[src/source/soc_bus_pkg.sv]
package soc_bus_pkg;

  // ######################################################################
  // Bus and memory widths
  // ######################################################################

  typedef logic [31:0] word_t;      // Data bus word
  typedef logic [3:0]  wmask_t;     // One bit per byte lane
  typedef logic [7:0]  byte_t;      // Single byte lane
  typedef logic [9:0]  ram_addr_t;  // RAM word index
  typedef logic [4:0]  io_index_t;  // IO word index from address bits 6 to 2

  // ######################################################################
  // Memory map
  // ######################################################################

  localparam int RAM_WORDS = 1024;  // 4 KiB of data RAM

  // IO word slots inside the 0x8000_0000 window
  localparam io_index_t IO_BUTTONS = 5'd0;  // 0x8000_0000
  localparam io_index_t IO_LEDS    = 5'd1;  // 0x8000_0004
  localparam io_index_t IO_UART    = 5'd3;  // 0x8000_000C

  // ######################################################################
  // UART
  // ######################################################################

  // 12 MHz / 104 gives roughly 115200 baud
  localparam int CLKS_PER_BIT = 104;

  // Status word layout, received byte sits in bits 7 to 0
  localparam int UART_TX_READY_BIT = 8;
  localparam int UART_RX_EMPTY_BIT = 16;

  typedef enum logic [1:0] {
    TX_IDLE,
    TX_START,
    TX_DATA,
    TX_STOP
  } tx_state_t;

  typedef enum logic [1:0] {
    RX_IDLE,
    RX_START,
    RX_DATA,
    RX_STOP
  } rx_state_t;

endpackage
[src/source/data_bus_decoder.sv]
`timescale 1ns/10ps

module data_bus_decoder (
  input  logic                   clk12MHz,
  input  logic                   cpu_rst,
  input  logic                   i_mem_valid,
  input  logic                   i_mem_read,
  input  logic                   i_mem_stall,
  input  soc_bus_pkg::word_t     i_mem_address,
  input  soc_bus_pkg::word_t     i_ram_rdata,
  input  soc_bus_pkg::word_t     i_leds_rdata,
  input  soc_bus_pkg::word_t     i_key_rdata,
  input  soc_bus_pkg::word_t     i_uart_rdata,
  output logic                   o_ram_sel,
  output logic                   o_leds_sel,
  output logic                   o_uart_sel,
  output soc_bus_pkg::ram_addr_t o_ram_addr,
  output soc_bus_pkg::word_t     o_mem_rdata
);
  import soc_bus_pkg::*;

  logic      accept;     // Strobe qualified by stall
  logic      ram_hit;
  logic      io_hit;
  io_index_t io_idx;
  word_t     io_word;    // IO data before the read register
  word_t     io_data_q;
  logic      ram_sig_q;  // Source of the last accepted read
  logic      io_sig_q;

  assign accept  = i_mem_valid && !i_mem_stall;
  assign ram_hit = ({i_mem_address[31], i_mem_address[14:12]} == 4'b0000);
  assign io_hit  = i_mem_address[31];
  assign io_idx  = i_mem_address[6:2];

  assign o_ram_addr = i_mem_address[11:2];
  assign o_ram_sel  = accept && ram_hit;
  assign o_leds_sel = accept && io_hit && (io_idx == IO_LEDS);
  assign o_uart_sel = accept && io_hit && (io_idx == IO_UART);

  // Unmapped IO slots fall through as zero
  assign io_word = ((io_hit && io_idx == IO_BUTTONS) ? i_key_rdata  : '0) |
                   ((io_hit && io_idx == IO_LEDS)    ? i_leds_rdata : '0) |
                   ((io_hit && io_idx == IO_UART)    ? i_uart_rdata : '0);

  // Read source flags, held until the next accepted read
  always_ff @(posedge clk12MHz) begin
    if (cpu_rst) begin
      ram_sig_q <= 1'b0;
      io_sig_q  <= 1'b0;
    end else if (accept && i_mem_read) begin
      ram_sig_q <= ram_hit;
      io_sig_q  <= io_hit;
    end
  end

  always_ff @(posedge clk12MHz) begin
    if (accept && i_mem_read) io_data_q <= io_word;  // IO read register
  end

  // Zero-forcing OR mux
  assign o_mem_rdata = (ram_sig_q ? i_ram_rdata : '0) |
                       (io_sig_q  ? io_data_q   : '0);

  // Stalled cycles leave the read data untouched, RAM port included
  a_stall_hold: assert property (@(posedge clk12MHz) disable iff (cpu_rst)
    i_mem_stall |=> $stable(o_mem_rdata));

endmodule

[config.mk]
export PLATFORM = sky130hd
export DESIGN_NAME = data_bus_decoder
export DESIGN_NICKNAME = d
export VERILOG_FILES = /design/src/source/soc_bus_pkg.sv /design/src/source/data_bus_decoder.sv
export SDC_FILE = /design/constraint.sdc
export NUM_CORES = 1
export LEC_CHECK = 0
export BUFFER_PORTS_ARGS = -buffer_cell sky130_fd_sc_hd__clkbuf_2
export CAP_MARGIN = 20
export CORE_MARGIN = 4
export CORE_UTILIZATION = 30
export CTS_CLUSTER_DIAMETER = 50
export DETAILED_ROUTE_END_ITERATION = 12
export PLACE_DENSITY = 0.66
export SLEW_MARGIN = 20
export SYNTH_ARGS = -nofsm -noshare
export SYNTH_HDL_FRONTEND = slang
export SYNTH_SLANG_ARGS = --single-unit
[constraint.sdc]
create_clock -name clk12MHz -period 4.3 [get_ports clk12MHz]
set_clock_uncertainty 0.15 [all_clocks]
set_input_delay 0.43 -clock clk12MHz [delete_from_list [all_inputs] [get_ports clk12MHz]]
set_output_delay 0.43 -clock clk12MHz [all_outputs]
set_load 0.01 [all_outputs]
======== Word-level counts from Yosys, hierarchy flattened ========
Index checks and enable logic that the tools add are counted.
storage, ports and cells
  bits in registers ....................... 34
  bits of input ports ..................... 165
cells by class
  bitwise operators ....................... 3
  equality and inequality tests ........... 2
  reduce and logical (&&, ||, !) cells .... 12
  mux-type cells .......................... 5
operators by type and width
  kind                                                                    count
  32-bit two-way mux                                                      5
  32-bit bitwise OR                                                       3
  1-bit logical AND                                                       9
  5-bit by 1-bit equality test with 1-bit output (second input constant)  1
  5-bit by 2-bit equality test with 1-bit output (second input constant)  1
  5-bit zero test                                                         1
  4-bit zero test                                                         1
  1-bit zero test                                                         1

======== Depth between registers and ports, before layout ========
  depth in word-level cells ............... 5
  depth in mapped cells ................... 5

======== Least setup slack after synthesis ========
No wires, ideal clock.
  path type ............................... input port to flip-flop
  start point ............................. in i_mem_stall
  end point ............................... reg io_data_q[0], enable pin
  stages on the path ...................... 2
  data arrival time ....................... 1.282 ns
  buffers on the path ..................... 0
  setup slack ............................. 2.481 ns
  required time ........................... 3.763 ns
  library setup time ...................... 0.387 ns
  path through ............................ nand3b_1 inv_1
on the way
  longest elaborated chain between the ends .. 3
RTL lines
  element               line                    text
  start, declared       data_bus_decoder.sv:8   input logic i_mem_stall,
  1-bit zero test       data_bus_decoder.sv:31  assign accept = i_mem_valid && !i_mem_stall;
  1-bit logical AND     data_bus_decoder.sv:31
  1-bit logical AND     data_bus_decoder.sv:58  if (accept && i_mem_read) io_data_q <= io_word;
  end signal, assigned  data_bus_decoder.sv:58
  end, declared         data_bus_decoder.sv:27  word_t io_data_q;
No other way between the ends.
A chain may end at the register's enable or synchronous reset.

======== Final worst setup path ========
  start point ............................. in i_mem_address[5]
  end point ............................... out o_uart_sel
on the way
  longest elaborated chain between the ends .. 2
RTL lines
  element                                         line                    text
  start, declared                                 data_bus_decoder.sv:9   input soc_bus_pkg::word_t i_mem_address,
  5-bit by 2-bit equality test with 1-bit output  data_bus_decoder.sv:39  assign o_uart_sel = accept && io_hit && (io_idx == IO_UART);
  1-bit logical AND                               data_bus_decoder.sv:39
  end, declared                                   data_bus_decoder.sv:16  output logic o_uart_sel,
No other way between the ends.

==> flow_summary.ini <==
[clock_tree]
post_cts_buffers = 0
cts_tree = built
h-tree-depth = 2
root_buffer = clkbuf_8
cts_buffer_depth = 2
cts_buffers = 5
ctsHoldBuffers = 0
cts_resized = 0
clkTransAtPathRegs_ns = 0.07
clock_latency_ns = 0.28
cts.sinks = 34

[timing]
rsz0062_at_grt = no
setup_tns_ns = 0
setup_slack_ns = 2.165
fmax_mhz = 468.5
setup_viol = 0
hold_violations = 0
slew_violations = 0
worstMarginPinSlew_ns = 0.6829
min_period_ns = 2.135
fin_crit_sh = 0.4964
relSlewSlack = 0.5447

[finish]
syn2layout_area_growth_pct = 38.58
fillCellCount = 803
utilization = 0.4342
multi_input_area_sq_um = 1229
num-nets-final = 567
drive_gt1_frac = 0.5037
register_area_sq_um = 1003
fin_cells = 506

[place]
place.gp.congestion = 0.8250
dp_hpwl_mm = 5.660
dp.cells = 497
place_ws_ns = 1.848
io_buffers = 181

[floorplanning]
num_io_pins = 210
dieArea_sq_um = 9708
die_h_um = 98.53
initial_core_util = 0.3133
die_w_um = 98.53
core_area_sq_um = 7848
row_count = 32

[detailed_routing]
via_per_inst = 4.698
wl_per_cell_um = 14.35
drc = 0
initialDrtViolationCount = 105
final_antenna_net_count = 0
vias = 2377
dr.pass1.iters = 4
routed_wl_mm = 7.262

[synthesis]
synth_seq_cells = 34
yosysTopAreaCell = edfxtp_1
synthArstFlopShare = 0
synthCells = 244
avgSynthCellArea_sq_um = 10.08
syn-num-nets = 409
ys_top_cells_by_area = edfxtp_1 (39%), mux2i_1 (13%), a22o_1 (11%)
synth_edf_count = 32
ys.flop_type = edfxtp_1
synth_top_area_frac = 0.3908
yosys_warnings = 0
yosysSeqAreaShare = 0.4071
syn_area_sq_um = 2459
synthTopCellsByCount = a21oi_1 (33), mux2i_1 (33), a22o_1 (32), edfxtp_1 (32), nor2b_1 (29)
synthDistinctLibCells = 22

[worst_setup_path]
timing.rr.end = ram_sig_q
arrival_ns = 1.55
path_class = in -> out
critPathRequiredTime_ns = 3.72
r2r-start = ram_sig_q
cp-end-kind = primary output
ff2ff_path_depth = 2
crit_start = i_mem_address[5]
cp_max_fo = 33
r2r_setup_slack_ns = 3.04
crit_path_start_kind = primary input
crit_end = o_uart_sel

[global_routing]
grtUsageTotal = 0.1446
met2_usage = 0.2470
grt_pass1_vias = 2341
antenna_found_initial = 0
met3_usage = 0.03963
grt_util_met1 = 0.1789
grt_max_degree = 53
top_usage_layer = met2
grt_pass1_wl_mm = 11.39
grt.overflow.total = 0

[power]
power.total_mw = 0.7908
p_leak_nw = 1.608
irDropWorstVdd_mv = 0.1027
cellPowerDensity_nw_per_um2 = 232.1

[hold_path]
hp-class = in -> reg

[run]
max_cap_viol_count = 0

[run_status]
status = finished, final reports clean
worst min path at each step:
stage,startpoint,to,cells after the start
global route,cpu_rst,io_sig_q,2
global placement,cpu_rst,ram_sig_q,2
floorplan,cpu_rst,ram_sig_q,1
CTS,cpu_rst,io_sig_q,2
finish,cpu_rst,io_sig_q,2
detailed placement,cpu_rst,io_sig_q,2
critical path: stages:
cell,delay (ns)
clkbuf_2,0.11
nor4b_4,0.26
buf_4,0.34
nand3_1,0.14
nor2_1,0.10
clkbuf_2,0.15
per-stage QoR:
stage	area (sq um)	hold WS [ns]
global placement	3308	0.4661
detailed placement	3309	0.4641
finish	3407	0.1669
CTS	3401	0.1594
global route	3405	0.1496
floorplan	2459	0.3491
logic make-up after synthesis:
group | after synthesis | share of synthesized area
flops | 34 | 0.4071
mux | 33 | 0.1344
buf+inv | 37 | 0.09313
simple gates | 43 | 0.1160
compound gates | 97 | 0.2494
registers in the layout (all words and copies together), names as in the netlist:
name,cells
io_data_q,32
ram_sig_q,1
io_sig_q,1
area by class of cell:
type                            count  area share
Inverter                            2    0.002203
Sequential cell                    34      0.2945
Multi-Input combinational cell    173      0.3606
Timing Repair Buffer              186      0.2776
Clock inverter                      1    0.001469
Clock buffer                        7     0.02534
Antenna cell                        1   0.0007345
Tap cell                          102     0.03746
cells in the final DEF (no fill, tap or decap), types with 3 or more instances in the layout:
cell and n:
edfxtp_1 32, a21oi_1 33, mux2i_1 33, buf_4 6, clkbuf_2 180, a22o_1 32
nor2b_1 29, clkbuf_8 6, and2b_2 4, o21ai_1 28, nor2_1 3
power by group:
part           internal (mW)  total [mW]  switching [mW]
logic                 0.0900       0.164          0.0742
clock network          0.129       0.244           0.115
registers              0.374       0.383         0.00843
total                  0.593       0.791           0.197
metal layers:
layer  share of wire  vias to the layer above
met5               0                        -
met2            0.49                       98
met3           0.082                        7
met4           0.012                        0
li1                -                     1221
met1            0.42                     1051
Power figures use the tool's default switching activity.
