--- config.mk ---
export PLATFORM = sky130hd
export DESIGN_NAME = led_button_regs
export DESIGN_NICKNAME = d
export VERILOG_FILES = /design/src/source/soc_bus_pkg.sv /design/src/source/led_button_regs.sv
export SDC_FILE = /design/constraint.sdc
export NUM_CORES = 1
export LEC_CHECK = 0
export ABC_AREA = 1
export BUFFER_PORTS_ARGS = -buffer_cell sky130_fd_sc_hd__buf_2
export CAP_MARGIN = 20
export CORE_ASPECT_RATIO = 1.2
export CORE_MARGIN = 4
export CORE_UTILIZATION = 44
export CTS_BUF_LIST = sky130_fd_sc_hd__clkbuf_8
export CTS_CLUSTER_SIZE = 28
export DETAILED_ROUTE_END_ITERATION = 10
export PLACE_DENSITY = 0.88
export SYNTH_ARGS = -nofsm -noshare
export SYNTH_HDL_FRONTEND = slang
export SYNTH_SLANG_ARGS = --single-unit
--- constraint.sdc ---
create_clock -name clk12MHz -period 2.7 [get_ports clk12MHz]
set_clock_uncertainty 0.15 [all_clocks]
set_input_delay 0.405 -clock clk12MHz [delete_from_list [all_inputs] [get_ports clk12MHz]]
set_output_delay 0.405 -clock clk12MHz [all_outputs]
set_load 0.02 [all_outputs]
--- src/source/soc_bus_pkg.sv ---
package soc_bus_pkg;

  // ######################################################################
  // Bus and memory widths
  // ######################################################################

  typedef logic [31:0] word_t;      // Data bus word
  typedef logic [3:0]  wmask_t;     // One bit per byte lane
  typedef logic [7:0]  byte_t;      // Single byte lane
  typedef logic [9:0]  ram_addr_t;  // RAM word index
  typedef logic [4:0]  io_index_t;  // IO word index from address bits 6 to 2

  // ######################################################################
  // Memory map
  // ######################################################################

  localparam int RAM_WORDS = 1024;  // 4 KiB of data RAM

  // IO word slots inside the 0x8000_0000 window
  localparam io_index_t IO_BUTTONS = 5'd0;  // 0x8000_0000
  localparam io_index_t IO_LEDS    = 5'd1;  // 0x8000_0004
  localparam io_index_t IO_UART    = 5'd3;  // 0x8000_000C

  // ######################################################################
  // UART
  // ######################################################################

  // 12 MHz / 104 gives roughly 115200 baud
  localparam int CLKS_PER_BIT = 104;

  // Status word layout, received byte sits in bits 7 to 0
  localparam int UART_TX_READY_BIT = 8;
  localparam int UART_RX_EMPTY_BIT = 16;

  typedef enum logic [1:0] {
    TX_IDLE,
    TX_START,
    TX_DATA,
    TX_STOP
  } tx_state_t;

  typedef enum logic [1:0] {
    RX_IDLE,
    RX_START,
    RX_DATA,
    RX_STOP
  } rx_state_t;

endpackage
--- src/source/led_button_regs.sv ---
`timescale 1ns/10ps

module led_button_regs (
  input  logic                clk12MHz,
  input  logic                cpu_rst,
  input  logic                i_sel,
  input  logic                i_read,
  input  soc_bus_pkg::word_t  i_wdata,
  input  soc_bus_pkg::wmask_t i_wmask,
  input  logic [3:0]          i_key,
  output soc_bus_pkg::word_t  o_leds,
  output soc_bus_pkg::word_t  o_leds_rdata,
  output soc_bus_pkg::word_t  o_key_rdata
);
  import soc_bus_pkg::*;

  word_t leds_q;  // LED bytes 4..1, byte 1 in the low lane
  logic  led_wr;

  assign led_wr = i_sel && !i_read;

  // LED data register written lane by lane
  always_ff @(posedge clk12MHz) begin
    if (cpu_rst) begin
      leds_q <= '0;
    end else if (led_wr) begin
      for (int lane = 0; lane < $bits(wmask_t); lane++) begin
        if (i_wmask[lane]) begin
          leds_q[8*lane +: 8] <= i_wdata[8*lane +: 8];
        end
      end
    end
  end

  assign o_leds       = leds_q;  // Straight to the pins
  assign o_leds_rdata = leds_q;  // Read back the same word

  // Keys are active low on the board
  assign o_key_rdata = {28'b0, ~i_key};

endmodule

Word level (Yosys, flattened, before mapping)
Index checks and enable logic that the tools add are counted.
- bitwise gates (word level): 1
- reductions and logical operators: 6
- operator list (cell ; number):
    $reduce_and 2->1 ; 4
    $not 4->4 ; 1
    $logic_and 1x1->1 ; 1
    $logic_not 1->1 ; 1
- logic and storage cells: 11
- bits in registers: 32
- bits of input ports: 44
- output and inout bits: 96

Depth between registers and ports, before layout
Gate-level depths: netlist of the first run.
- depth after elaboration: 3
- mapped depth: 6

Worst setup path before layout of the first run
Ideal clock, no wire load.
- kind: input to register
- start: input port i_read
- end: register leds_q[0], in the netlist o_leds[0]
- stages: 5
- slack: 1.467 ns
- arrival: 0.970 ns
- path through: inv_1 nand3_1 buf_4 nor2_1 nor2_1
- longest elaborated chain between the ends: 3
- ends and longest elaborated chain (element ; RTL line ; RTL):
    start, declared ; led_button_regs.sv:7 ; input logic i_read,
    $logic_not 1->1 ; led_button_regs.sv:20 ; assign led_wr = i_sel && !i_read;
    $logic_and 1x1->1 ; led_button_regs.sv:20 ;
    $reduce_and 2->1 (no line) ; -- ;
    end signal, assigned by index ; led_button_regs.sv:29 ; leds_q[8*lane +: 8] <= i_wdata[8*lane +: 8];
    end, declared ; led_button_regs.sv:17 ; word_t leds_q;
No other way between the ends.
A chain may end at the register's enable or synchronous reset.

Worst setup path in the final report of the first run
- start: register leds_q[0], in the netlist o_leds[0]
- end: output port o_leds_rdata[0]
- RTL lines (element ; RTL line ; RTL):
    end, declared ; led_button_regs.sv:12 ; output soc_bus_pkg::word_t o_leds_rdata,
No word-level cell between the ends.

==> results of run 1 <==
-- kinds of logic (layout without fill, tap and decap cells) --
family,after synthesis,after routing,synth area share [%]
buffers and inverters,105,157,35.79
DFF,32,32,35.93
other,1,28,0.2103
and+or+nand+nor,132,132,28.07
-- worst min-delay path by stage --
stage / startpoint / slack (ps) / endpoint
after detailed placement: o_leds[9] / 360 / o_leds[9]
final: i_wdata[9] / 200 / o_leds[9]
after CTS: i_wdata[6] / 190 / o_leds[6]
after floorplan: i_wdata[0] / 390 / o_leds[0]
after global routing: i_wdata[6] / 190 / o_leds[6]
after global placement: o_leds[28] / 360 / o_leds[28]
-- cells in the final DEF, fill, tap and decap left out --
cell,n
buf_2,111
inv_1,40
dfxtp_1,32
nor2_1,64
nand2_1,64
clkbuf_8,6
nand3_1,4
conb_1,28
-- layout make-up --
| cell class | instances | area (sq um) |
|---|---|---|
| fill | 415 | 1839 |
| multi-input combinational | 160 | 605.6 |
| inverter | 38 | 142.6 |
| clock buffer | 6 | 82.58 |
| tap | 54 | 67.56 |
| clock inverter | 2 | 7.507 |
| timing repair buffer | 111 | 555.5 |
| sequential | 32 | 640.6 |
-- layer usage --
metal	wire length, microns	track usage (%)	vias to the layer above
met5	0	0	-
met4	63	7.927	0
met3	480	3.329	5
met2	1771	26.02	89
met1	1308	12.29	644
li1	-	-	836
-- power breakdown --
group / total (mW) / switching [mW] / internal (mW)
Sequential: 0.514 / 0.0162 / 0.498
Clock: 0.355 / 0.156 / 0.200
Combinational: 0.251 / 0.173 / 0.0783
==> impl_metrics.toml, run 1 <==
[cells_and_area]
antennaDiodeCount = 0
layoutNonFillerInstCount = 403
drive_gt1_share_pct = 33.52
nNetsFinal = 392
final_area_sq_mm = 0.002102
largest_reg_flops = 32
final_core_utilization_pct = 53.33
areaGrowthSynthToFinish_pct = 17.89

[critical_path]
path_class = "register to output port"
cp.arrival_ps = 830
critPathCapture = "o_leds_rdata[0]"
r2r_start = "o_leds[18]"
crit_cells = 1
path_buf_inv = 1
rr_endpoint = "o_leds[18]"
worstSetupStartpointType = "register"
critPathRequiredTime_ps = 2140
cpMaxStageDelayCell = "dfxtp_1"
max_stage_delay_ps = 360
path_cells = "buf_2"
regToRegSetupSlack_ps = 1860
crit_start = "o_leds[0]"
ff2ff_path_depth = 4
endpoint_kind = "output port"
critPathTopFamily = "flip-flops"
cp_max_fo = 3

[run_status]
status = "complete, no violations"

[cts]
cts_resized = 0
root_buffer = "clkbuf_8"
cts_tree = "built"
clockBufferDepth = 2
path_clk_slew_ps = 60
htreeDepth = 2
insertion_delay_ps = 270
clock_sinks = 32
ctsHoldBuffers = 0
postCtsSetupBuffers = 0
cts_buffers = 5

[placement]
port_buffers = 111
place_ws_ps = 1036
place.gp.congestion = 0.7350
hpwl_microns = 2820
dpl-instance-area_sq_mm = 0.002012
dp.cells = 395

[synthesis]
synth_area_sq_mm = 0.001783
ys_warn_count = 0
async_flop_share_pct = 0
ys_ff_latch = 32
synth_top_area_cell = "dfxtp_1"
synthTopCellsByArea = "dfxtp_1 (36%), buf_4 (27%), nand2_1 (13%), nor2_1 (13%), inv_1 (8.0%)"
synth_flop_cell = "dfxtp_1"
synth_top_area_share_pct = 35.93
synth_edf_count = 0
syn_inst = 270
ys_types = 8
yosysSeqAreaShare_pct = 35.93
synth.avg_cell_area_sq_um = 6.604
synth_common_cells = "buf_4 (64), nand2_1 (64), nor2_1 (64)"

[sta]
fmax_ghz = 0.7197
maxSlewHeadroom_pct = 38.96
setup_viol = 0
rsz0062_at_grt = "no"
period_share_pct = 51.46
hold_viol_final = 0
fin_setup_tns_ps = 0
drv_slew = 0
period_needed_ps = 1389
hold_ws_ps = 201.4
worst_slack_ps = 1311
worstMarginPinSlew_ps = 914.5

[global_route]
antenna_found_initial = 0
grt_max_degree = 33
track_usage_pct = 13.59
grt_pass1_vias = 1348
grt_pass1_wl_microns = 5457
overflow = 0

[worst_hold_path]
hold_path_class = "input pin to register"
min_delay_path_depth = 3

[power]
p_per_area_mw_per_mm2 = 533.1
ir_drop_uv = 262.0
fin_total_pwr_mw = 1.121
p_leak_nw = 1.425

[drt]
wl_per_cell_microns = 8.993
drtAntennaViolNets = 0
num_vias = 1574
viasPerCell = 3.906
dr.pass1.iters = 4
totalWireLength_microns = 3624
drt_iter0_drc = 70
drc_errors = 0

[die]
fp.dieW_microns = 66.11
io_pins = 140
num_rows = 25
coreArea_sq_mm = 0.003941
fp.dieH_microns = 77.73
die-area_sq_mm = 0.005139
start_util_pct = 45.24

[flow_run]
cap_violations = 0
Power figures use the tool's default switching activity.
==> run 2: changes to the inputs <==
--- a/config.mk
+++ b/config.mk
@@ -5,16 +5,16 @@
 export SDC_FILE = /design/constraint.sdc
 export NUM_CORES = 1
 export LEC_CHECK = 0
-export ABC_AREA = 1
+export ABC_AREA = 0
 export BUFFER_PORTS_ARGS = -buffer_cell sky130_fd_sc_hd__buf_2
 export CAP_MARGIN = 20
 export CORE_ASPECT_RATIO = 1.2
 export CORE_MARGIN = 4
-export CORE_UTILIZATION = 44
+export CORE_UTILIZATION = 42
 export CTS_BUF_LIST = sky130_fd_sc_hd__clkbuf_8
 export CTS_CLUSTER_SIZE = 28
 export DETAILED_ROUTE_END_ITERATION = 10
-export PLACE_DENSITY = 0.88
+export PLACE_DENSITY = 0.82
 export SYNTH_ARGS = -nofsm -noshare
 export SYNTH_HDL_FRONTEND = slang
 export SYNTH_SLANG_ARGS = --single-unit
==> constraint.sdc (replaced) <==
create_clock -name clk12MHz -period 1.3 [get_ports clk12MHz]
set_clock_uncertainty 0.15 [all_clocks]
set_input_delay 0.195 -clock clk12MHz [delete_from_list [all_inputs] [get_ports clk12MHz]]
set_output_delay 0.195 -clock clk12MHz [all_outputs]
set_load 0.02 [all_outputs]
==> impl_metrics.toml, run 2 <==
[power]
p_leak_nw = 1.231
fin_total_pwr_mw = 2.244
ir_drop_uv = 478.2
p_per_area_mw_per_mm2 = 970.4

[flow_run]
cap_violations = 0

[die]
num_rows = 26
fp.dieW_microns = 70.17
coreArea_sq_mm = 0.004359
die-area_sq_mm = 0.005796
fp.dieH_microns = 82.61
start_util_pct = 44.69
io_pins = 140

[sta]
fmax_ghz = 0.8604
hold_viol_final = 0
fin_setup_tns_ps = 0
worstMarginPinSlew_ps = 705.2
period_needed_ps = 1162
setup_viol = 0
maxSlewHeadroom_pct = 52.98
worst_slack_ps = 137.7
hold_ws_ps = 24.64
drv_slew = 0
rsz0062_at_grt = "no"
period_share_pct = 89.41

[synthesis]
async_flop_share_pct = 0
synth_top_area_cell = "dfxtp_1"
synth.avg_cell_area_sq_um = 9.366
ys_warn_count = 0
ys_types = 10
syn_inst = 208
synthTopCellsByArea = "dfxtp_1 (33%), buf_4 (23%), nand2b_1 (21%), mux2i_1 (16%), buf_6 (2.9%)"
synth_common_cells = "nand2b_1 (64), buf_4 (60), dfxtp_1 (32), mux2i_1 (32), buf_6 (5)"
synth_top_area_share_pct = 32.88
yosysMostFrequentCell = "nand2b_1"
synth_edf_count = 0
synth_area_sq_mm = 0.001948
yosysSeqAreaShare_pct = 32.88
ys_ff_latch = 32
synth_flop_cell = "dfxtp_1"

[global_route]
grt_pass1_wl_microns = 5506
grt_pass1_vias = 1276
antenna_found_initial = 0
track_usage_pct = 11.79
overflow = 0
grt_max_degree = 65

[critical_path]
critPathRequiredTime_ps = 950
endpoint_kind = "output port"
path_class = "register to output port"
worstSetupStartpointType = "register"
critPathTopFamily = "flip-flops"
path_cells = "buf_2"
max_stage_delay_ps = 360
path_buf_inv = 1
cpMaxStageDelayCell = "dfxtp_1"
cp.arrival_ps = 820
cp_max_fo = 3

[cts]
cts_tree = "built"
ctsHoldBuffers = 0
root_buffer = "clkbuf_8"
postCtsSetupBuffers = 0
insertion_delay_ps = 270
clock_sinks = 32
htreeDepth = 2
path_clk_slew_ps = 70
cts_buffers = 5
cts_resized = 0
clockBufferDepth = 2

[drt]
drt_iter0_drc = 29
drtAntennaViolNets = 0
drc_errors = 0
viasPerCell = 4.131
num_vias = 1417
wl_per_cell_microns = 10.70
dr.pass1.iters = 2
totalWireLength_microns = 3669

[cells_and_area]
areaGrowthSynthToFinish_pct = 18.69
nNetsFinal = 330
largest_reg_flops = 32
final_core_utilization_pct = 53.04
fillCellCount = 415
antennaDiodeCount = 0
drive_gt1_share_pct = 42.16
layout_commonest_cell = "buf_2"
layoutNonFillerInstCount = 343
final_cell_mix = "buf_2 (111), nand2b_1 (64), mux2i_1 (32), dfxtp_1 (32), conb_1 (28)"
final_area_sq_mm = 0.002312

[placement]
place.gp.congestion = 0.6407
hpwl_microns = 2927
dpl-instance-area_sq_mm = 0.002222
dp.cells = 335
port_buffers = 111
place_ws_ps = -25.44

[run_status]
status = "complete, no violations"

[worst_hold_path]
hold_path_class = "input pin to register"
==> run 2: path summary, 6_finish.rpt <==
check	from	to	slack, ps	depth (start not counted)
max reg2reg	o_leds[3]	o_leds[3]	510	2
min	i_wdata[25]	o_leds[25]	20	3
max	o_leds[23]	o_leds_rdata[23]	140	1
min reg2reg	o_leds[14]	o_leds[14]	330	2
==> run 2: final cells by class <==
type	count	area [sq um]	share of cell area, %
clock inverters	2	7.507	0.3247
inverters	4	15.01	0.6493
flip-flops and latches	32	640.6	27.71
repair buffers	115	635.6	27.49
clock buffers	6	82.58	3.571
well taps	56	70.07	3.030
multi-input cells	128	860.8	37.23
==> run 2: power breakdown <==
| group | leakage, nW | total, mW | switching (mW) | internal [mW] |
|---|---|---|---|---|
| sequential | 0.260 | 1.04 | 0.0229 | 1.02 |
| clock | 0.0538 | 0.743 | 0.328 | 0.415 |
| combinational | 0.917 | 0.462 | 0.277 | 0.185 |
| total | 1.23 | 2.24 | 0.628 | 1.62 |
==> run 2: cells by family after synthesis <==
group / after synthesis / synth area share, %
mux: 32 / 16.44
other cells: 1 / 0.1925
flops: 32 / 32.88
buf+inv: 75 / 28.13
simple gates: 68 / 22.35
==> run 2: routing by layer <==
| layer | GRT usage, % | wire (microns) | share of wire, % | vias to the layer above |
|---|---|---|---|---|
| li1 | - | - | - | 714 |
| met4 | 4.598 | 46 | 1.3 | 0 |
| met5 | 0 | 0 | 0 | - |
| met1 | 12.85 | 1362 | 37 | 614 |
| met2 | 21.36 | 1840 | 50 | 84 |
| met3 | 3.874 | 420 | 11 | 5 |
==> run 3: changes to the inputs <==
==> constraint.sdc (replaced) <==
create_clock -name clk12MHz -period 1.1 [get_ports clk12MHz]
set_clock_uncertainty 0.15 [all_clocks]
set_input_delay 0.165 -clock clk12MHz [delete_from_list [all_inputs] [get_ports clk12MHz]]
set_output_delay 0.165 -clock clk12MHz [all_outputs]
set_load 0.02 [all_outputs]
==> impl_metrics.toml, run 3 (synthesis gave the netlist of run 2 again) <==
[critical_path]
critPathRequiredTime_ps = 780
endpoint_kind = "output port"
crit_start = "o_leds[23]"
cpMaxStageDelayCell = "dfxtp_2"
path_buf_inv = 1
path_class = "register to output port"
worstSetupStartpointType = "register"
critPathTopFamily = "flip-flops"
path_cells = "buf_4"
cp.arrival_ps = 770
max_stage_delay_ps = 350
r2r_start = "o_leds[10]"
cp_max_fo = 3

[die]
fp.dieH_microns = 82.61
io_pins = 140
die-area_sq_mm = 0.005796
fp.dieW_microns = 70.17
coreArea_sq_mm = 0.004359
num_rows = 26
start_util_pct = 44.69

[cells_and_area]
antennaDiodeCount = 0
layoutNonFillerInstCount = 381
areaGrowthSynthToFinish_pct = 52.86
nNetsFinal = 368
largest_reg_flops = 32
fillCellCount = 330
drive_gt1_share_pct = 49.54
final_area_sq_mm = 0.002978
layout_commonest_cell = "nand2b_1"
final_cell_mix = "nand2b_1 (64), buf_2 (46), buf_4 (46), mux2i_1 (32)"

[drt]
drc_errors = 0
totalWireLength_microns = 4896
viasPerCell = 4.176
drt_iter0_drc = 35
drtAntennaViolNets = 0
dr.pass1.iters = 4
wl_per_cell_microns = 12.85
num_vias = 1591

[worst_hold_path]
min_from = "i_wdata[15]"
hold_path_class = "input pin to register"

[flow_run]
cap_violations = 0

[sta]
drv_slew = 0
fmax_ghz = 0.9206
rsz0062_at_grt = "yes"
setup_viol = 0
period_share_pct = 98.74
hold_viol_final = 0
period_needed_ps = 1086

[cts]
cts_tree = "built"
root_buffer = "clkbuf_8"
insertion_delay_ps = 270
clockBufferDepth = 2
htreeDepth = 2
path_clk_slew_ps = 60
cts_buffers = 5
clock_sinks = 32

[global_route]
track_usage_pct = 15.74
antenna_found_initial = 0
grt_max_degree = 65
overflow = 0
grt_pass1_wl_microns = 7307
grt_pass1_vias = 1551

[placement]
dpl-instance-area_sq_mm = 0.002222
hpwl_microns = 3034
place.gp.congestion = 0.6398
port_buffers = 111
dp.cells = 335

[run_status]
status = "complete, no violations"

[power]
ir_drop_uv = 708.3
fin_total_pwr_mw = 2.860
p_leak_nw = 1.433
p_per_area_mw_per_mm2 = 960.5
==> run 3: changes by cell type in the layout (fill, tap and decap cells not counted) <==
| cell | delta |
|---|---|
| buf_4 | +46 |
| dfxtp_1 | -32 |
| dlygate4sd3_1 | +30 |
| dfxtp_4 | +2 |
| dfxtp_2 | +30 |
| buf_6 | +26 |
| clkbuf_4 | +1 |
| buf_2 | -65 |
==> run 3: power breakdown <==
part           internal, mW  switching [mW]  leakage [nW]
logic                 0.363           0.356          1.10
registers              1.21          0.0396         0.275
clock network         0.491           0.405        0.0538
total                  2.06           0.801          1.43
==> run 3: worst paths after layout <==
kind | end | slack, ps | cells past startpoint
worst max-delay path | o_leds_rdata[23] | 10 | 1
worst min register to register | o_leds[9] | 330 | 2
worst min-delay path | o_leds[15] | 10 | 3
worst max register to register | o_leds[10] | 240 | 3
==> run 3: area by class of cell <==
type | count | area [sq um] | area share (%)
clock buffer | 6 | 82.58 | 2.773
clock inverter | 2 | 7.507 | 0.2521
inverter | 4 | 15.01 | 0.5042
multi-input combinational | 128 | 860.8 | 28.91
sequential | 32 | 685.7 | 23.03
tap | 56 | 70.07 | 2.353
timing repair buffer | 153 | 1256 | 42.18
==> run 3: routing by layer <==
| layer | wire length (microns) | GRT usage [%] | share of wire (%) |
|---|---|---|---|
| met1 | 1683 | 15.20 | 34 |
| met2 | 2733 | 31.57 | 56 |
| met3 | 405 | 4.843 | 8.3 |
| met4 | 74 | 5.556 | 1.5 |
| met5 | 0 | 0 | 0 |
==> run 3: metrics by stage <==
step	setup WS (ps)	hold slack (ps)	TNS (ps)	util, %
2_1_floorplan	167.9	169.7	0	-
3_3_place_gp	-134.3	276.9	-4004	50.98
3_5_place_dp	-209.9	282.1	-5745	50.98
4_1_cts	-16.31	4.253	-112.6	63.63
5_1_grt	-15.90	4.242	-233.7	68.31
6_report	13.81	11.59	0	68.31
==> run 3: repair_timing <==
| item | CTS | global route |
|---|---|---|
| setup buffers | 1 | 7 |
| hold endpoints to repair | 30 | 0 |
| endpoints found under the setup margin | 64 | 72 |
| resized for setup | 75 | 50 |
| hold buffers | 30 | 0 |
