File: config.mk
export PLATFORM = sky130hd
export DESIGN_NAME = uart_regs
export DESIGN_NICKNAME = d
export VERILOG_FILES = /design/src/source/soc_bus_pkg.sv /design/src/source/uart_regs.sv /design/src/source/uart_rx.sv /design/src/source/uart_tx.sv
export SDC_FILE = /design/constraint.sdc
export NUM_CORES = 1
export LEC_CHECK = 0
export ABC_AREA = 1
export BUFFER_PORTS_ARGS = -buffer_cell sky130_fd_sc_hd__buf_4
export CORE_UTILIZATION = 55
export CTS_BUF_LIST = sky130_fd_sc_hd__clkbuf_8
export DETAILED_ROUTE_END_ITERATION = 8
export PLACE_DENSITY = 0.93
export SLEW_MARGIN = 30
export SYNTH_ARGS = -nofsm -noshare
export SYNTH_HDL_FRONTEND = slang
export SYNTH_SLANG_ARGS = --single-unit
File: constraint.sdc
create_clock -name clk12MHz -period 2.33 [get_ports clk12MHz]
set_clock_uncertainty 0.15 [all_clocks]
set_input_delay 0.466 -clock clk12MHz [delete_from_list [all_inputs] [get_ports clk12MHz]]
set_output_delay 0.466 -clock clk12MHz [all_outputs]
set_load 0.01 [all_outputs]
File: src/source/soc_bus_pkg.sv
package soc_bus_pkg;

  // ######################################################################
  // Bus and memory widths
  // ######################################################################

  typedef logic [31:0] word_t;      // Data bus word
  typedef logic [3:0]  wmask_t;     // One bit per byte lane
  typedef logic [7:0]  byte_t;      // Single byte lane
  typedef logic [9:0]  ram_addr_t;  // RAM word index
  typedef logic [4:0]  io_index_t;  // IO word index from address bits 6 to 2

  // ######################################################################
  // Memory map
  // ######################################################################

  localparam int RAM_WORDS = 1024;  // 4 KiB of data RAM

  // IO word slots inside the 0x8000_0000 window
  localparam io_index_t IO_BUTTONS = 5'd0;  // 0x8000_0000
  localparam io_index_t IO_LEDS    = 5'd1;  // 0x8000_0004
  localparam io_index_t IO_UART    = 5'd3;  // 0x8000_000C

  // ######################################################################
  // UART
  // ######################################################################

  // 12 MHz / 104 gives roughly 115200 baud
  localparam int CLKS_PER_BIT = 104;

  // Status word layout, received byte sits in bits 7 to 0
  localparam int UART_TX_READY_BIT = 8;
  localparam int UART_RX_EMPTY_BIT = 16;

  typedef enum logic [1:0] {
    TX_IDLE,
    TX_START,
    TX_DATA,
    TX_STOP
  } tx_state_t;

  typedef enum logic [1:0] {
    RX_IDLE,
    RX_START,
    RX_DATA,
    RX_STOP
  } rx_state_t;

endpackage
File: src/source/uart_regs.sv
`timescale 1ns/10ps

module uart_regs (
  input  logic                clk12MHz,
  input  logic                cpu_rst,
  input  logic                i_sel,
  input  logic                i_read,
  input  soc_bus_pkg::word_t  i_wdata,
  input  soc_bus_pkg::wmask_t i_wmask,
  input  logic                i_rxd,
  output logic                o_txd,
  output soc_bus_pkg::word_t  o_uart_rdata
);
  import soc_bus_pkg::*;

  logic  tx_go;        // Accepted byte for the transmitter
  logic  tx_start_q;
  byte_t tx_data_q;
  logic  tx_busy;
  logic  tx_done;
  logic  tx_ready;
  logic  rx_consume;   // Lane-0 read empties the receive slot
  logic  rx_strobe;
  byte_t rx_data;
  byte_t rx_byte_q;
  logic  rx_empty;

  assign tx_go      = i_sel && !i_read && i_wmask[0] && tx_ready;  // Busy writes dropped
  assign rx_consume = i_sel && i_read && i_wmask[0];

  // ######################################################################
  // Transmit side
  // ######################################################################

  always_ff @(posedge clk12MHz) begin
    if (cpu_rst) begin
      tx_start_q <= 1'b0;
      tx_ready   <= 1'b1;
    end else begin
      tx_start_q <= tx_go;                                // Start one cycle later
      if (tx_go || tx_busy) tx_ready <= 1'b0;
      else if (tx_done)     tx_ready <= 1'b1;             // Frame finished
    end
  end

  always_ff @(posedge clk12MHz) begin
    if (tx_go) tx_data_q <= i_wdata[7:0];
  end

  uart_tx u_tx (
    .clk12MHz  (clk12MHz),
    .cpu_rst   (cpu_rst),
    .i_tx_start(tx_start_q),
    .i_tx_data (tx_data_q),
    .o_txd     (o_txd),
    .o_tx_busy (tx_busy),
    .o_tx_done (tx_done)
  );

  // ######################################################################
  // Receive side
  // ######################################################################

  always_ff @(posedge clk12MHz) begin
    if (cpu_rst) begin
      rx_empty  <= 1'b1;
      rx_byte_q <= '0;
    end else if (rx_strobe) begin
      rx_empty  <= 1'b0;
      rx_byte_q <= rx_data;  // New byte wins
    end else if (rx_consume) begin
      rx_empty  <= 1'b1;
      rx_byte_q <= '0;
    end
  end

  uart_rx u_rx (
    .clk12MHz   (clk12MHz),
    .cpu_rst    (cpu_rst),
    .i_rxd      (i_rxd),
    .o_rx_strobe(rx_strobe),
    .o_rx_data  (rx_data)
  );

  // Status word
  always_comb begin
    o_uart_rdata                    = '0;
    o_uart_rdata[7:0]               = rx_byte_q;
    o_uart_rdata[UART_TX_READY_BIT] = tx_ready;
    o_uart_rdata[UART_RX_EMPTY_BIT] = rx_empty;
  end

  a_rx_no_overlap: assert property (@(posedge clk12MHz) disable iff (cpu_rst)
    !(rx_strobe && rx_consume));

endmodule

File: src/source/uart_rx.sv
`timescale 1ns/10ps

module uart_rx (
  input  logic               clk12MHz,
  input  logic               cpu_rst,
  input  logic               i_rxd,
  output logic               o_rx_strobe,
  output soc_bus_pkg::byte_t o_rx_data
);
  import soc_bus_pkg::*;

  logic                            rxd_meta;
  logic                            rxd_sync;  // Line after two flops
  rx_state_t                       state;
  logic [$clog2(CLKS_PER_BIT)-1:0] baud_cnt;
  logic [2:0]                      bit_cnt;
  byte_t                           shift_q;
  logic                            bit_end;
  logic                            half_bit;

  // ######################################################################
  // Input synchronizer
  // ######################################################################

  always_ff @(posedge clk12MHz) begin
    if (cpu_rst) begin
      rxd_meta <= 1'b1;  // Idle level
      rxd_sync <= 1'b1;
    end else begin
      rxd_meta <= i_rxd;
      rxd_sync <= rxd_meta;
    end
  end

  assign bit_end  = (baud_cnt == CLKS_PER_BIT - 1);
  assign half_bit = (baud_cnt == CLKS_PER_BIT / 2 - 1);

  // ######################################################################
  // Receive FSM, samples at mid-bit
  // ######################################################################

  always_ff @(posedge clk12MHz) begin
    if (cpu_rst) begin
      state       <= RX_IDLE;
      baud_cnt    <= '0;
      bit_cnt     <= '0;
      o_rx_strobe <= 1'b0;
    end else begin
      o_rx_strobe <= 1'b0;
      baud_cnt    <= baud_cnt + 1'b1;
      case (state)
        RX_IDLE: begin
          baud_cnt <= '0;
          if (!rxd_sync) state <= RX_START;  // Falling edge seen
        end
        RX_START: if (half_bit) begin
          baud_cnt <= '0;
          bit_cnt  <= '0;
          // High again at mid-bit means a glitch
          state    <= rxd_sync ? RX_IDLE : RX_DATA;
        end
        RX_DATA: if (bit_end) begin
          baud_cnt <= '0;
          bit_cnt  <= bit_cnt + 1'b1;
          if (bit_cnt == 3'd7) state <= RX_STOP;
        end
        RX_STOP: if (bit_end) begin
          state       <= RX_IDLE;
          o_rx_strobe <= rxd_sync;  // Framing error drops the byte
        end
        default: state <= RX_IDLE;
      endcase
    end
  end

  // LSB arrives first, shift in from the top
  always_ff @(posedge clk12MHz) begin
    if (state == RX_DATA && bit_end) begin
      shift_q <= {rxd_sync, shift_q[7:1]};
    end
  end

  assign o_rx_data = shift_q;

endmodule

File: src/source/uart_tx.sv
`timescale 1ns/10ps

module uart_tx (
  input  logic               clk12MHz,
  input  logic               cpu_rst,
  input  logic               i_tx_start,
  input  soc_bus_pkg::byte_t i_tx_data,
  output logic               o_txd,
  output logic               o_tx_busy,
  output logic               o_tx_done
);
  import soc_bus_pkg::*;

  tx_state_t                       state;
  logic [$clog2(CLKS_PER_BIT)-1:0] baud_cnt;  // Cycles inside the current bit
  logic [2:0]                      bit_cnt;   // Data bit being sent
  byte_t                           shift_q;
  logic                            bit_end;

  assign bit_end   = (baud_cnt == CLKS_PER_BIT - 1);
  assign o_tx_busy = (state != TX_IDLE);

  // ######################################################################
  // Frame FSM, 8N1 LSB first
  // ######################################################################

  always_ff @(posedge clk12MHz) begin
    if (cpu_rst) begin
      state     <= TX_IDLE;
      baud_cnt  <= '0;
      bit_cnt   <= '0;
      o_txd     <= 1'b1;  // Line idles high
      o_tx_done <= 1'b0;
    end else begin
      o_tx_done <= 1'b0;
      baud_cnt  <= bit_end ? '0 : baud_cnt + 1'b1;
      case (state)
        TX_IDLE: begin
          baud_cnt <= '0;  // Full-length start bit
          if (i_tx_start) begin
            state <= TX_START;
            o_txd <= 1'b0;  // Start bit
          end
        end
        TX_START: if (bit_end) begin
          state   <= TX_DATA;
          bit_cnt <= '0;
          o_txd   <= shift_q[0];  // Bit 0
        end
        TX_DATA: if (bit_end) begin
          bit_cnt <= bit_cnt + 1'b1;
          if (bit_cnt == 3'd7) begin
            state <= TX_STOP;
            o_txd <= 1'b1;  // Stop bit
          end else begin
            o_txd <= shift_q[0];
          end
        end
        TX_STOP: if (bit_end) begin
          state     <= TX_IDLE;
          o_tx_done <= 1'b1;  // Single pulse, busy already low
        end
        default: state <= TX_IDLE;
      endcase
    end
  end

  // Data shifter, next bit always in position 0
  always_ff @(posedge clk12MHz) begin
    if (state == TX_IDLE && i_tx_start) begin
      shift_q <= i_tx_data;
    end else if (bit_end && (state == TX_START || state == TX_DATA)) begin
      shift_q <= {1'b0, shift_q[7:1]};
    end
  end

  // Start only arrives while the line is idle
  a_start_when_idle: assert property (@(posedge clk12MHz) disable iff (cpu_rst)
    i_tx_start |-> !o_tx_busy);

endmodule

### Word level (Yosys, flattened, before mapping)

Index checks and enable logic that the tools add are counted.
Widths: inputs -> output; s select.

| word-level totals | value |
|---|---|
| output and inout bits | 33 |
| input bits | 41 |
| register bits after elaboration | 64 |
| logic and storage cells | 110 |

| operators by class | value |
|---|---|
| mux-type cells | 36 |
| reduce and logical (&&, ||, !) cells | 28 |
| bitwise gates (word level) | 3 |
| add/subtract/negate cells | 4 |
| eq/ne operators | 21 |

Operators with widths:

| kind | number |
|---|---|
| $mux 8 | 4 |
| $mux 2 | 11 |
| $pmux 7 s3 | 1 |
| $ne 2x1->1 const B | 8 |
| $pmux 2 s4 | 2 |
| $add 7x1->7 const B | 2 |
| $eq 7x7->1 const B | 2 |
| $mux 7 | 2 |
| $mux 3 | 4 |
| $pmux 3 s2 | 2 |
| $reduce_bool 2->1 | 6 |
| $reduce_and 5->1 | 2 |
| $mux 1 | 9 |
| $eq 2x2->1 const B | 4 |
| $logic_and 1x1->1 | 8 |
| $eq 7x6->1 const B | 1 |
| $add 3x1->3 const B | 2 |
| $eq 3x3->1 const B | 2 |
| $reduce_and 3->1 | 2 |
| $reduce_or 3->1 | 2 |
| $eq 2x1->1 const B | 2 |
| $logic_not 2->1 | 2 |
| $ne 2x2->1 const B | 2 |
| $reduce_and 4->1 | 1 |
| other kinds (6) | 9 |

### Longest topological paths before layout

Gate-level depths: netlist of run 1.

| depth | value |
|---|---|
| depth after elaboration | 6 |
| depth in mapped cells | 12 |
| mapped depth without buffers | 12 |

### Modules after synthesis

From an unflattened synthesis of run 1, not the netlist that was laid out.

| unflattened totals | value |
|---|---|
| cells, all modules | 330 |
| area total of the unflattened synthesis | 2,969.1 µm² |

By module, submodules not included:

| module | area each (µm²) | cells an instance | times used |
|---|---|---|---|
| uart_tx | 1,099.8 | 123 | 1 |
| uart_rx | 1,023.5 | 121 | 1 |
| uart_regs | 845.8 | 86 | 1 |

### Least setup slack after synthesis of run 1

No wires, ideal clock.

| timing path | value |
|---|---|
| path kind | reg-to-reg |
| from | reg u_tx.state[0] |
| to | reg u_tx.shift_q[0], enable pin |
| data arrival time | 1,497 ps |
| setup slack | 299 ps |
| library setup time | 384 ps |
| cell stages (with the launch flop) | 5 |
| buffers on the path | 0 |
| period minus slack after synthesis | 2,031 ps |
| data required time | 1,796 ps |
| cells stage by stage | dfxtp_1 inv_1 ha_1 inv_1 o21ai_0 |

| on the way | value |
|---|---|
| word-level cells in the longest chain between the ends | 4 |
| elaborated cells between the ends (all ways) | 7 |
| those cells by class | eq/ne: 2; reduce/logical: 5 |

RTL lines:

| what | line | RTL |
|---|---|---|
| start: declaration | uart_tx.sv:14 | `tx_state_t state;` |
| start signal: assignment | uart_tx.sv:29 | `state <= TX_IDLE;` |
| start signal: assignment | uart_tx.sv:41 | `state <= TX_START;` |
| start signal: assignment | uart_tx.sv:46 | `state <= TX_DATA;` |
| $eq 2x1->1 / $eq 2x2->1 (equally long branches) | uart_tx.sv:72 | `end else if (bit_end && (state == TX_START \|\| state == TX_DATA)) begin` |
| $logic_or 1x1->1 | uart_tx.sv:72 |  |
| $logic_and 1x1->1 | uart_tx.sv:72 |  |
| $reduce_bool 2->1 (no source line) (*) | - |  |
| end signal: assignment | uart_tx.sv:71 | `shift_q <= i_tx_data;` |
| end signal: assignment | uart_tx.sv:73 | `shift_q <= {1'b0, shift_q[7:1]};` |
| end: declaration | uart_tx.sv:17 | `byte_t shift_q;` |

Every way passes the cells marked *; elsewhere a longest branch is shown, timed or not.
A chain may end at the register's enable or synchronous reset.

### Final worst setup path of run 1

| timing path | value |
|---|---|
| from | reg u_tx.state[0] |
| to | reg u_tx.shift_q[3] (data pin) |

| on the way | value |
|---|---|
| word-level cells in the longest chain between the ends | 3 |

RTL lines:

| what | line | RTL |
|---|---|---|
| $logic_not 2->1 | uart_tx.sv:70 | `if (state == TX_IDLE && i_tx_start) begin` |
| $logic_and 1x1->1 | uart_tx.sv:70 |  |
| $mux 8 | uart_tx.sv:70 |  |

No other way between the ends.

==> results of run 1 <==
## sequential cells by signal (all words and copies together), names as in the netlist, named ones only
signal            flops
u_rx.state            1
u_tx.bit_cnt          3
tx_data_q             8
u_tx.o_tx_done        1
u_rx.o_rx_data        8
u_rx.bit_cnt          3
u_tx.o_txd            1
u_rx.baud_cnt         7
rx_empty              1
tx_ready              1
u_rx.rxd_meta         1
u_rx.o_rx_strobe      1
tx_start_q            1
u_tx.baud_cnt         7
u_tx.state            2
u_rx.rxd_sync         1
u_tx.shift_q          8
rx_byte_q             8
## stage by stage
step / setup slack [ps] / area (um2)
2_1_floorplan: 299 / 3000
3_3_place_gp: 552 / 3090
3_5_place_dp: 498 / 3090
5_1_grt: 393 / 3300
6_report: 499 / 3300
4_1_cts: 494 / 3300
## power groups by stage
stage	clock network (mW)	registers (mW)	logic, mW
finish	1.00	1.29	0.587
global route	1.06	1.30	0.672
CTS	1.02	1.29	0.589
detailed placement	0	1.32	0.579
global placement	0	1.31	0.554
floorplan	0	1.30	0.497
## final cells by class
class	count	area (um2)	share of cell area
multi-input combinational	199	1150	0.348
clock inverter	7	86.3	0.0262
sequential	64	1520	0.461
clock buffer	9	124	0.0376
inverter	36	135	0.0410
timing repair buffer	26	195	0.0592
tap	70	87.6	0.0266
## worst reg2reg max path: stages, from the launching register on
cell	delay, ps
dfxtp_1	410
inv_1	100
ha_1	240
nand2_1	290
mux2_2	390
## how the worst max path moves through the flow
stage,from,depth (start not counted),endpoint,slack [ps]
floorplan,u_tx.state[0],4,u_tx.shift_q[0],300
global placement,cpu_rst,4,u_tx.baud_cnt[6],550
detailed placement,u_tx.state[0],4,u_tx.shift_q[3],500
CTS,u_tx.state[0],4,u_tx.shift_q[3],490
global route,u_rx.state[0],10,flip-flop,390
finish,u_tx.state[0],4,u_tx.shift_q[3],500
## per-layer routing
layer	vias up	track usage
li1	1015	-
met1	940	0.211
met2	40	0.362
met3	6	0.0656
met4	0	0.0818
met5	-	0
## placed cells by master, fill, tap and decap left out, types with 2 or more instances in the layout
cell       count
a21oi_1       23
a21oi_2        2
buf_4         26
bufinv_16      2
clkbuf_8       9
clkinv_1       3
clkinv_2       2
conb_1        22
dfxtp_1       40
edfxtp_1      24
ha_1          17
inv_1         30
inv_2          5
mux2_2         7
nand2_1       41
nand2_2        2
nand2_4        3
nand3_1       20
nand4_1        3
nor2_1        31
nor2_2         2
nor2_4         2
nor3_1         6
nor3b_1        3
o21ai_0        5
or2_2          3
## cells by family after synthesis
group                    share of synthesized area
AND/OR/NAND/NOR                              0.200
flip-flops                                   0.520
buffers and inverters                        0.114
AO/OA/AOI/OAI                               0.0616
adder cells (fa/ha/maj)                     0.0727
multiplexers                                0.0269
other                                      0.00128
XOR/XNOR                                   0.00299
==> impl_metrics.csv, run 1 <==
group,metric,value,unit
status,status,"finished, final reports clean",
synth,ys.flop_type,"dfxtp_1",
critical_path,cp.required,2270,ps
critical_path,reg2reg_depth,4,
floorplan,ioPinCount,74,
critical_path,path_delay_family,"flip-flops",
sta,setup_viol,0,
sta,drv_slew,0,
global_routing,antenna_found_initial,0,
clock_network,cts_root_buf,"clkbuf_8",
clock_network,cts_setup_buffers,0,
clock_network,cts_buffers,9,
sta,hold_viol_final,0,
sta,period_minus_slack,1830,ps
min_path,whs_endpoint,"tx_data_q[2]",
synth,yosysWarnings,0,
sta,rsz0062_at_grt,"false",
synth,synth_common_cells,"nand2_1, dfxtp_1, nor2_1, inv_1",
critical_path,r2r_start,"u_tx.state[0]",
route,dr.max_layer_used,"met4",
final_layout,drive_gt1_frac,0.202,
critical_path,worstPathMaxFanout,9,
floorplan,rows,26,
synth,synth_area,0.00293,mm2
floorplan,initial_core_util,0.573,
floorplan,die_h,74.9,um
sta,period_share,0.786,
pwr,power_density,875,mW/mm2
final_layout,nFillCells,395,
critical_path,end_kind,"flip-flop",
clock_network,ctsHoldBuffers,0,
pwr,power,2.89,mW
final_layout,final_nets,394,
global_routing,grt_start_max_net_pins,20,
clock_network,cts_buffer_depth,2,
synth,synth_seq_cells,64,
clock_network,clkSinkCount,64,
global_routing,gr-total-overflow,0,
global_routing,grt_first_pass_wirelength,8.13,mm
synth,synth_async_sr_flop_share,0,
pwr,p_leak,1.43,nW
synth,netlist_instances,306,
critical_path,slowest_stage,"dfxtp_1",
route,drtPass1Iterations,4,
placement,place.gp.congestion,0.774,
route,ant_nets,0,
route,drt_iter0_drc,119,
synth,seq_area_frac_synth,0.520,
route,viasPerCell,4.87,
placement,dpl.hpwl,3.50,mm
final_layout,final_util,0.646,
sta,hold_ws,152,ps
route,route.met2.wl,2.56,mm
clock_network,clk_pin_slew_worst_paths,70,ps
pwr,peakVddDrop,0.000427,V
route,wl_met3,189,um
critical_path,reg2reg_setup_slack,500,ps
global_routing,grtUsageTotal,0.199,
critical_path,worstReg2RegEnd,"u_tx.shift_q[3]",
pwr,switching_share,0.292,
pwr,comb_power_share,0.203,
placement,port_buffers,24,
min_path,whs_path_depth,1,
clock_network,cts_tree,"yes",
sta,fmax,546,MHz
floorplan,fp.coreArea,0.00511,mm2
sta,tns,0,ps
critical_path,cp-start-kind,"flip-flop",
route,wire_per_inst,11.8,um
clock_network,clock_latency,340,ps
synth,yosysMostFrequentCell,"nand2_1",
route,vias,2001,
synth,yosys.area.top_type,"dfxtp_1",
synth,synth_cell_types,32,
synth,synth_area_leaders,"dfxtp_1, edfxtp_1, ha_1, buf_4, nand2_1",
clock_network,ctsResizeCount,0,
floorplan,die_area,0.00561,mm2
critical_path,max_stage_delay,410,ps
global_routing,grt_pass1_vias,1884,
pwr,internal-power,2.04,mW
floorplan,die_w,74.9,um
placement,dp.cells,395,
final_layout,areaGrowthSynthToFinish,12.7,%
synth,synth_top_area_frac,0.274,
route,drcViolationCount,0,
critical_path,crit_type,"flip-flop to flip-flop",
synth,synth-edff-count,24,
flow_run,max_cap_viol_count,0,
route,drt_wl_total,4.84,mm
route,met1_length,2.02,mm
pwr,power_frac_clock,0.348,
synth,synth.avg_cell_area,9.56,um2
critical_path,arrival,1770,ps
min_path,hold_class,"primary input to flip-flop",
pwr,switching_power,842,uW
final_layout,n_antenna_cell,0,
min_path,hp-start,"i_wdata[2]",
pwr,seqPwrFrac,0.449,
clock_network,cts_max_level,3,
final_layout,layout.cells.non_filler,411,
critical_path,path_cells,"inv_1, ha_1, nand2_1, mux2_2",
critical_path,cp.buffers_inverters,1,
Note: power is estimated with default switching activity, not from simulation.
==> run 2, diff against run 1 <==
==> constraint.sdc (replaced) <==
create_clock -name clk12MHz -period 1.9 [get_ports clk12MHz]
set_clock_uncertainty 0.15 [all_clocks]
set_input_delay 0.38 -clock clk12MHz [delete_from_list [all_inputs] [get_ports clk12MHz]]
set_output_delay 0.38 -clock clk12MHz [all_outputs]
set_load 0.01 [all_outputs]
==> run 2 against run 1 <==
  * First-iteration DRC count increased by 21%
  * Via count up 1.4%
  * Flip-flop and latch count is the same
  * Power is 23% higher
  * Register-to-register slack got worse by 350 ps
  * Critical path type unchanged
==> impl_metrics.csv, run 2 (synthesis results as in run 1) <==
group,metric,value,unit
status,status,"finished, final reports clean",
flow_run,max_cap_viol_count,0,
placement,dpl.hpwl,3.69,mm
route,drcViolationCount,0,
pwr,power_frac_clock,0.340,
final_layout,fin_area,0.00332,mm2
floorplan,rows,26,
critical_path,reg2reg_setup_slack,150,ps
sta,period_minus_slack,1750,ps
pwr,p_leak,1.46,nW
route,wire_per_inst,12.8,um
critical_path,arrival,1830,ps
placement,port_buffers,24,
final_layout,drive_gt1_frac,0.212,
min_path,whs_path_depth,1,
global_routing,grt_first_pass_wirelength,8.63,mm
clock_network,cts_setup_buffers,0,
min_path,hold_class,"primary input to flip-flop",
critical_path,max_stage_delay,400,ps
critical_path,slowest_stage,"dfxtp_1",
global_routing,antenna_found_initial,0,
critical_path,reg2reg_depth,10,
global_routing,gr-total-overflow,0,
placement,place.gp.congestion,0.817,
pwr,comb_power_share,0.217,
clock_network,cts_max_level,3,
floorplan,initial_core_util,0.573,
critical_path,end_kind,"flip-flop",
clock_network,cts_root_buf,"clkbuf_8",
critical_path,critPathLaunch,"u_rx.baud_cnt[0]",
route,drt_wl_total,5.28,mm
critical_path,cp-start-kind,"flip-flop",
sta,drv_slew,0,
clock_network,clock_latency,340,ps
global_routing,grt_pass1_vias,1926,
floorplan,die_h,74.9,um
critical_path,cp.buffers_inverters,1,
critical_path,cp_num_cells,10,
pwr,internal-power,2.52,mW
final_layout,nFillCells,383,
final_layout,final_nets,397,
critical_path,crit_type,"flip-flop to flip-flop",
global_routing,grt_start_max_net_pins,20,
floorplan,die_w,74.9,um
clock_network,ctsHoldBuffers,0,
sta,rsz0062_at_grt,"false",
floorplan,die_area,0.00561,mm2
min_path,whs_endpoint,"tx_data_q[0]",
final_layout,final_util,0.650,
clock_network,clkSinkCount,64,
pwr,switching_power,1.04,mW
critical_path,worstPathMaxFanout,4,
clock_network,cts_buffer_depth,2,
min_path,hp-start,"i_wdata[0]",
route,viasPerCell,4.90,
pwr,peakVddDrop,0.000579,V
global_routing,grtUsageTotal,0.216,
sta,period_share,0.920,
critical_path,path_cells,"ha_1, inv_1, nor2_1, nand3_2, nand2_2, nand2_4, nor2_4, nand3_1, nand2_1, nor2_1",
pwr,seqPwrFrac,0.444,
clock_network,cts_tree,"yes",
route,ant_nets,0,
critical_path,path_delay_family,"simple AND/OR/NAND/NOR gates",
floorplan,fp.coreArea,0.00511,mm2
sta,hold_ws,68.6,ps
pwr,power_density,1070,mW/mm2
clock_network,cts_buffers,9,
route,vias,2029,
clock_network,clk_pin_slew_worst_paths,70,ps
critical_path,cp.required,1980,ps
placement,dpl_cell_area,0.00311,mm2
route,drtPass1Iterations,4,
floorplan,ioPinCount,74,
route,drt_iter0_drc,144,
sta,setup_viol,0,
pwr,switching_share,0.291,
final_layout,areaGrowthSynthToFinish,13.5,%
critical_path,r2r_start,"u_rx.baud_cnt[0]",
sta,tns,0,ps
critical_path,cpMostUsedCell,"nor2_1",
final_layout,most-common-layout-cells,"nand2_1, dfxtp_1, inv_1",
final_layout,n_antenna_cell,0,
sta,hold_viol_final,0,
sta,fmax,572,MHz
[run 2: repair_timing]
action | 4_1_cts | 5_1_grt
endpoints found under the setup margin | 0 | 2
endpoints found under the hold margin | 0 | 0
resized for setup | 0 | 2
[run 2: power groups by stage]
stage	sequential, mW	combinational (mW)	clock [mW]
2_1_floorplan	1.60	0.610	0
3_3_place_gp	1.60	0.717	0
3_5_place_dp	1.61	0.763	0
4_1_cts	1.58	0.768	1.23
5_1_grt	1.59	0.871	1.29
6_report	1.58	0.771	1.21
[run 2: how the worst max path moves through the flow]
stage                       end  slack [ps]
2_1_floorplan   u_tx.shift_q[0]          90
6_report              flip-flop         150
5_1_grt        u_rx.baud_cnt[6]           7
3_5_place_dp    u_tx.shift_q[0]          90
4_1_cts         u_tx.shift_q[3]          60
3_3_place_gp    u_tx.shift_q[0]         140
[run 2: stage by stage]
stage               total power, mW  instances  setup WS [ps]
floorplan                      2.21        327           88.3
global placement               2.32        398            139
detailed placement             2.37        398           92.1
CTS                            3.58        414           61.5
global route                   3.75        414           6.73
finish                         3.56        414            153
[run 2: worst reg2reg max path, cell delays in order (launching register included)]
cell,delay [ps]
dfxtp_1,400
ha_1,190
inv_1,50
nor2_1,190
nand3_2,150
nand2_2,110
nand2_4,80
nor2_4,160
nand3_1,80
nand2_1,60
nor2_1,40
[run 2: final cells by class]
cell class,count,area (um2),area share
repair buffers,29,218,0.0656
multi-input cells,199,1150,0.347
inverters,36,135,0.0407
flip-flops and latches,64,1520,0.458
well taps,70,87.6,0.0264
clock inverters,7,81.3,0.0245
clock buffers,9,124,0.0373
[run 2: layer usage]
metal / part of all wire / global-route usage / wire length [um]
met5: 0 / 0 / 0
met3: 0.041 / 0.0750 / 215
met2: 0.51 / 0.377 / 2710
met4: 0.022 / 0.103 / 118
met1: 0.42 / 0.235 / 2240
